### config.mk
export PLATFORM = sky130hd
export DESIGN_NAME = ifetch_top
export DESIGN_NICKNAME = d
export VERILOG_FILES = /design/src/ifetch_pkg.sv /design/src/ifetch_top.sv /design/src/fetch_ctrl.sv /design/src/bus_refill.sv /design/src/icache_store.sv
export VERILOG_INCLUDE_DIRS = /design/src
export SDC_FILE = /design/constraint.sdc
export NUM_CORES = 2
export LEC_CHECK = 0
export BUFFER_PORTS_ARGS = -buffer_cell sky130_fd_sc_hd__buf_2
export CAP_MARGIN = 20
export CORE_MARGIN = 8
export CORE_UTILIZATION = 51
export CTS_CLUSTER_SIZE = 14
export DETAILED_ROUTE_END_ITERATION = 10
export PLACE_DENSITY_LB_ADDON = 0.08
export SLEW_MARGIN = 10
export SYNTH_ARGS = -nofsm -noshare
export SYNTH_HDL_FRONTEND = slang
export SYNTH_HIERARCHICAL = 1
export SYNTH_SLANG_ARGS = --single-unit
### constraint.sdc
create_clock -name i_clock -period 10.3 [get_ports i_clock]
set_input_delay 1.545 -clock i_clock [delete_from_list [all_inputs] [get_ports i_clock]]
set_output_delay 1.545 -clock i_clock [all_outputs]
set_load 0.05 [all_outputs]
### src/ifetch_consts.svh
`ifndef IFETCH_CONSTS_SVH
`define IFETCH_CONSTS_SVH

// Address and instruction word width.
`define IF_ADDR_W 32

// Line index width. Each line holds one word.
`define IF_INDEX_W 6

// Number of cache lines.
`define IF_LINES (1 << `IF_INDEX_W)

// Worst-case number of cycles the bus takes to answer a request.
// Bounds the miss latency seen by the CPU.
`define IF_BUS_TIMEOUT 6

`endif
### src/ifetch_pkg.sv
`default_nettype none

`include "ifetch_consts.svh"

package ifetch_pkg;

	// Byte address and instruction word.
	typedef logic [`IF_ADDR_W-1:0] addr_t;
	typedef logic [`IF_ADDR_W-1:0] word_t;

	// Line index, address bits 2 upward.
	typedef logic [`IF_INDEX_W-1:0] index_t;

	// Address bits above the index.
	typedef logic [`IF_ADDR_W-`IF_INDEX_W-3:0] tag_t;

	// Profiling counter.
	typedef logic [31:0] count_t;

	typedef enum logic [1:0] {
		FS_IDLE   = 2'd0,
		FS_LOOKUP = 2'd1,
		FS_REFILL = 2'd2
	} fetch_state_t;

endpackage

`default_nettype wire

### src/ifetch_top.sv
`timescale 1ns/1ps
`default_nettype none

module ifetch_top
	import ifetch_pkg::*;
(
	input  wire        i_clock,
	input  wire        i_reset,
	input  wire addr_t i_pc,
	input  wire        i_stall,
	input  wire        i_bus_ready,
	input  wire word_t i_bus_rdata,
	output logic       o_ready,
	output word_t      o_rdata,
	output logic       o_bus_request,
	output addr_t      o_bus_address,
	output count_t     o_hit_count,
	output count_t     o_miss_count
);

	// Store read path.
	index_t rd_index;
	logic   line_valid;
	tag_t   line_tag;
	word_t  line_data;
	logic   init_done;

	// Refill path.
	logic  refill_start;
	addr_t refill_addr;
	logic  fill;
	addr_t fill_addr;
	word_t fill_data;

	icache_store i_icache_store (
		.i_clock     (i_clock),
		.i_reset     (i_reset),
		.i_rd_index  (rd_index),
		.i_fill      (fill),
		.i_fill_addr (fill_addr),
		.i_fill_data (fill_data),
		.o_valid     (line_valid),
		.o_tag       (line_tag),
		.o_data      (line_data),
		.o_init_done (init_done)
	);

	bus_refill i_bus_refill (
		.i_clock       (i_clock),
		.i_reset       (i_reset),
		.i_start       (refill_start),
		.i_addr        (refill_addr),
		.i_bus_ready   (i_bus_ready),
		.i_bus_rdata   (i_bus_rdata),
		.o_bus_request (o_bus_request),
		.o_bus_address (o_bus_address),
		.o_fill        (fill),
		.o_fill_addr   (fill_addr),
		.o_fill_data   (fill_data)
	);

	fetch_ctrl i_fetch_ctrl (
		.i_clock        (i_clock),
		.i_reset        (i_reset),
		.i_pc           (i_pc),
		.i_stall        (i_stall),
		.i_init_done    (init_done),
		.i_line_valid   (line_valid),
		.i_line_tag     (line_tag),
		.i_line_data    (line_data),
		.i_fill         (fill),
		.i_fill_data    (fill_data),
		.o_rd_index     (rd_index),
		.o_refill_start (refill_start),
		.o_refill_addr  (refill_addr),
		.o_ready        (o_ready),
		.o_rdata        (o_rdata),
		.o_hit_count    (o_hit_count),
		.o_miss_count   (o_miss_count)
	);

endmodule

`default_nettype wire

### src/fetch_ctrl.sv
`timescale 1ns/1ps
`default_nettype none

`include "ifetch_consts.svh"

module fetch_ctrl
	import ifetch_pkg::*;
(
	input  wire         i_clock,
	input  wire         i_reset,
	input  wire addr_t  i_pc,
	input  wire         i_stall,
	input  wire         i_init_done,
	input  wire         i_line_valid,
	input  wire tag_t   i_line_tag,
	input  wire word_t  i_line_data,
	input  wire         i_fill,
	input  wire word_t  i_fill_data,
	output index_t      o_rd_index,
	output logic        o_refill_start,
	output addr_t       o_refill_addr,
	output logic        o_ready,
	output word_t       o_rdata,
	output count_t      o_hit_count,
	output count_t      o_miss_count
);

	fetch_state_t state;
	fetch_state_t next_state;

	tag_t pc_tag;
	logic tag_match;
	logic lookup_hit;
	logic lookup_miss;

	assign pc_tag     = i_pc[`IF_ADDR_W-1:`IF_INDEX_W+2];
	assign o_rd_index = i_pc[`IF_INDEX_W+1:2];

	// The line read in FS_IDLE comes back in FS_LOOKUP.
	assign tag_match   = i_line_valid && (i_line_tag == pc_tag);
	assign lookup_hit  = (state == FS_LOOKUP) && !i_stall && tag_match;
	assign lookup_miss = (state == FS_LOOKUP) && !i_stall && !tag_match;

	// Word-aligned address for the bus.
	assign o_refill_addr = {i_pc[`IF_ADDR_W-1:2], 2'b00};

	always_ff @(posedge i_clock) begin
		if (i_reset) begin
			state <= FS_IDLE;
		end else begin
			state <= next_state;
		end
	end

	always_comb begin
		next_state     = state;
		o_ready        = 1'b0;
		o_rdata        = '0;
		o_refill_start = 1'b0;

		case (state)
			FS_IDLE: begin
				// Wait for the clear sweep before serving anything.
				if (i_init_done && !i_stall) begin
					next_state = FS_LOOKUP;
				end
			end

			FS_LOOKUP: begin
				if (i_stall) begin
					next_state = FS_IDLE;
				end else if (tag_match) begin
					o_ready    = 1'b1;
					o_rdata    = i_line_data;
					next_state = FS_IDLE;
				end else begin
					o_refill_start = 1'b1;
					next_state     = FS_REFILL;
				end
			end

			FS_REFILL: begin
				// Stall is ignored here, the bus word is forwarded as it lands.
				if (i_fill) begin
					o_ready    = 1'b1;
					o_rdata    = i_fill_data;
					next_state = FS_IDLE;
				end
			end

			default: begin
				next_state = FS_IDLE;
			end
		endcase
	end

	// Profiling counters. A refill answer is not a second event.
	always_ff @(posedge i_clock) begin
		if (i_reset) begin
			o_hit_count  <= '0;
			o_miss_count <= '0;
		end else begin
			if (lookup_hit) begin
				o_hit_count <= o_hit_count + 1'b1;
			end
			if (lookup_miss) begin
				o_miss_count <= o_miss_count + 1'b1;
			end
		end
	end

endmodule

`default_nettype wire

### src/bus_refill.sv
`timescale 1ns/1ps
`default_nettype none

module bus_refill
	import ifetch_pkg::*;
(
	input  wire        i_clock,
	input  wire        i_reset,
	input  wire        i_start,
	input  wire addr_t i_addr,
	input  wire        i_bus_ready,
	input  wire word_t i_bus_rdata,
	output logic       o_bus_request,
	output addr_t      o_bus_address,
	output logic       o_fill,
	output addr_t      o_fill_addr,
	output word_t      o_fill_data
);

	addr_t miss_addr;

	// Request rises the cycle after start and drops the cycle after ready.
	always_ff @(posedge i_clock) begin
		if (i_reset) begin
			o_bus_request <= 1'b0;
		end else if (i_start) begin
			o_bus_request <= 1'b1;
		end else if (o_bus_request && i_bus_ready) begin
			o_bus_request <= 1'b0;
		end
	end

	// Miss address held for the whole request.
	always_ff @(posedge i_clock) begin
		if (i_start) begin
			miss_addr <= i_addr;
		end
	end

	assign o_bus_address = miss_addr;

	// Fill strobe in the same cycle as the bus answer.
	assign o_fill      = o_bus_request & i_bus_ready;
	assign o_fill_addr = miss_addr;
	assign o_fill_data = i_bus_rdata;

endmodule

`default_nettype wire

### src/icache_store.sv
`timescale 1ns/1ps
`default_nettype none

`include "ifetch_consts.svh"

module icache_store
	import ifetch_pkg::*;
(
	input  wire         i_clock,
	input  wire         i_reset,
	input  wire index_t i_rd_index,
	input  wire         i_fill,
	input  wire addr_t  i_fill_addr,
	input  wire word_t  i_fill_data,
	output logic        o_valid,
	output tag_t        o_tag,
	output word_t       o_data,
	output logic        o_init_done
);

	logic  valid_mem [`IF_LINES];
	tag_t  tag_mem   [`IF_LINES];
	word_t data_mem  [`IF_LINES];

	index_t sweep_index;
	logic   wr_en;
	index_t wr_index;
	logic   wr_valid;
	tag_t   wr_tag;

	// Clear sweep, one line per cycle, restarted by every reset.
	always_ff @(posedge i_clock) begin
		if (i_reset) begin
			sweep_index <= '0;
			o_init_done <= 1'b0;
		end else if (!o_init_done) begin
			sweep_index <= sweep_index + 1'b1;
			if (sweep_index == index_t'(`IF_LINES - 1)) begin
				o_init_done <= 1'b1;
			end
		end
	end

	// Sweep owns the write port until done, then fills take it.
	always_comb begin
		if (o_init_done) begin
			wr_en    = i_fill;
			wr_index = i_fill_addr[`IF_INDEX_W+1:2];
			wr_valid = 1'b1;
			wr_tag   = i_fill_addr[`IF_ADDR_W-1:`IF_INDEX_W+2];
		end else begin
			wr_en    = 1'b1;
			wr_index = sweep_index;
			wr_valid = 1'b0;
			wr_tag   = '0;
		end
	end

	// Block memory with a registered read.
	always_ff @(posedge i_clock) begin
		if (wr_en) begin
			valid_mem[wr_index] <= wr_valid;
			tag_mem[wr_index]   <= wr_tag;
			data_mem[wr_index]  <= i_fill_data;
		end
		o_valid <= valid_mem[i_rd_index];
		o_tag   <= tag_mem[i_rd_index];
		o_data  <= data_mem[i_rd_index];
	end

endmodule

`default_nettype wire

==> run metrics <==
fin cells=11250; drt total wl=425000 microns; Min Hold Slack=485.9 ps; Netlist Area Pre-Place=146300 sq um; Hold Crit Endpoint=i_fetch_ctrl/o_hit_count[31]$_SDFFE_PP0P_; CP Max Fanout=19; post-CTS sizing=0; Final setup viols=0; Slew @ Worst Pin=1203 ps; Final WS setup=3388 ps; vias in the first global route=72940; WL/cell=37.79 microns; min Tclk post-route=6912 ps; layout cell share with drive strength beyond 1=0.2733; Core ar.=285200 sq um; GRT met3 Usage=0.04773; CP peak stage delay=750 ps; fill cell count=20860; gr ovfl total=0; HPWL after detailed placement=229000 microns; Final Cycle Share=0.6711; die span in x=551.5 microns; clock tree buffer depth=4; Hold Path Class=flip-flop to flip-flop; Die Area=304200 sq um; crit-path cells=buf_2, xnor2_2, nand4_1, nor4_2, buf_4, and3_2, buf_4, a22oi_1, nor2b_1, buf_2; Largest delay share family, worst path=simple AND/OR/NAND/NOR gates; pins over their slew limit=0; met1 GRT Util=0.3968; Max VDD drop=134.1 uV; Setup Skew=25.91 ps; Remaining DRCs=0; routability cong.=0.8129; Reg clk slew, reported paths=60 ps; CTS H-tree lvls=5; Inst Count DP=10500; Max Cap Violations=0; largest net degree at the start of global routing=125; r2r startpoint=i_icache_store/o_init_done$_SDFF_PP0_; GRT busiest layer=met2; unrepaired setup endpoints after global routing=false; GRT Overall Usage=0.2757; cells after synthesis=6779; Finished Core Util=0.5765; Slowest-stage cell, CP=xnor2_2; FF-to-FF End=i_icache_store/data_mem[16][19]$_DFFE_PP_; Antenna Nets Post-Route=0; R2R Setup Slk=4960 ps; Synth Area per Inst=21.58 sq um; drt via density=6.575; CP required=8760 ps; power density over cell area=196.2 nW/um^2; TNS Setup=0 ps; starting DRC count in detailed routing=10430; antenna violations before repair=29; worst hold stages=2; CTS Hold Bufs=0; worst-skew pair later-pin latency=890 ps; Ports=198; Buf+Inv Stages, Crit Path=4; first-pass GRT wire length=584300 microns; number of vias in the routed layout=73940; drt first pass iters=6; startpoint types=input port; P_leak=53.24 nW; Final nets=7226; clock buffer count from CTS=391; Area Growth Syn to Fin=12.42%; R2R depth=7; clock sinks=3811; Hold Vio Cnt, Final=0; crit path capture type=primary output; synth warn=6; Die Height=551.5 microns; Crit Path Category=input port to primary output; pre-CTS WS=3377 ps; M2 GR Usage=0.4403; CTS tree=done; Arr. time, crit path=5370 ps; Site Rows=196; status=finished, final reports clean; IO Port Bufs=195; f_max=144.7 MHz; Rel. slew slack=0.1959; Post-CTS Setup Repair Bufs=0; Worst Hold Launch=i_fetch_ctrl/o_hit_count[31]$_SDFFE_PP0P_; Root Driver=clkbuf_16; Initial Util=0.5128
## layout by cell type (no fill, tap or decap), drive strengths merged, types with 14 or more instances in the layout
| cell type | count |
|---|---|
| a22o | 21 |
| xnor2 | 47 |
| o211ai | 25 |
| or4 | 19 |
| mux4 | 798 |
| o221ai | 73 |
| a22oi | 74 |
| dfxtp | 131 |
| nand2b | 25 |
| bufinv | 28 |
| nor2b | 55 |
| or3 | 14 |
| a2bb2oi | 25 |
| and3 | 14 |
| o31ai | 18 |
| clkinv | 135 |
| o22a | 16 |
| mux2i | 241 |
| a221oi | 41 |
| and2 | 32 |
| nand3 | 39 |
| a211oi | 26 |
| o22ai | 219 |
| nand4 | 23 |
| nand2 | 111 |
| buf | 455 |
| mux2 | 124 |
| a21oi | 76 |
| inv | 27 |
| clkbuf | 540 |
| o21ai | 28 |
| edfxtp | 3680 |
| nor4 | 52 |
| nor2 | 157 |
## where the power goes
| part | total [mW] | switching (mW) | internal [mW] |
|---|---|---|---|
| clock network | 13.8 | 5.77 | 8.02 |
| registers | 17.1 | 0.0675 | 17.0 |
| logic | 1.40 | 0.889 | 0.512 |
| total | 32.3 | 6.73 | 25.5 |
## layout make-up
class	count	area (sq um)	area share
sequential	3811	113100	0.6880
timing repair buffer	455	3382	0.02057
inverter	21	78.83	0.0004794
clock buffer	540	10820	0.06583
multi-input combinational	2472	30720	0.1868
clock inverter	174	1564	0.009512
antenna	10	25.02	0.0001522
tap	3762	4707	0.02863
## layer usage
metal / up-vias / routed length (microns)
li1: 29300 / -
met1: 40350 / 171800
met2: 3703 / 201000
met3: 583 / 38980
met4: 4 / 13170
met5: - / 23
## state kept, by name, summed over array words and instances (netlist names)
signal                      flops
i_icache_store/o_tag           24
i_icache_store/data_mem      2048
i_bus_refill/o_bus_address     32
i_icache_store/o_init_done      1
i_icache_store/tag_mem       1536
i_bus_refill/o_bus_request      1
i_fetch_ctrl/o_hit_count       32
i_fetch_ctrl/state              2
i_icache_store/o_data          32
i_icache_store/o_valid          1
i_fetch_ctrl/o_miss_count      32
i_icache_store/sweep_index      6
i_icache_store/valid_mem       64
## worst reg2reg max path: cells and delay by family, from the launching register on
kind,cells,cell delay (ps)
AOI/OAI and AO/OA,1,450
buffers and inverters,3,2000
DFF,1,720
and+or+nand+nor,3,1740
## metrics by stage
stage | area, sq um | power, mW
5_1_grt | 164400 | 33.12
6_report | 164400 | 32.27
2_1_floorplan | 146300 | 18.27
3_3_place_gp | 151500 | 18.78
3_5_place_dp | 151600 | 18.80
4_1_cts | 164000 | 32.47
## worst max path at each step
stage	end	startpoint	slack, ps	depth (start not counted)
2_1_floorplan	o_rdata[10]	i_pc[15]	4890	9
3_3_place_gp	o_rdata[31]	i_pc[31]	3440	10
3_5_place_dp	o_rdata[31]	i_pc[31]	3380	10
4_1_cts	o_rdata[31]	i_pc[31]	3360	10
5_1_grt	o_rdata[28]	i_pc[31]	3390	9
6_report	o_rdata[31]	i_pc[31]	3390	10
Note: power is estimated with default switching activity, not from simulation.
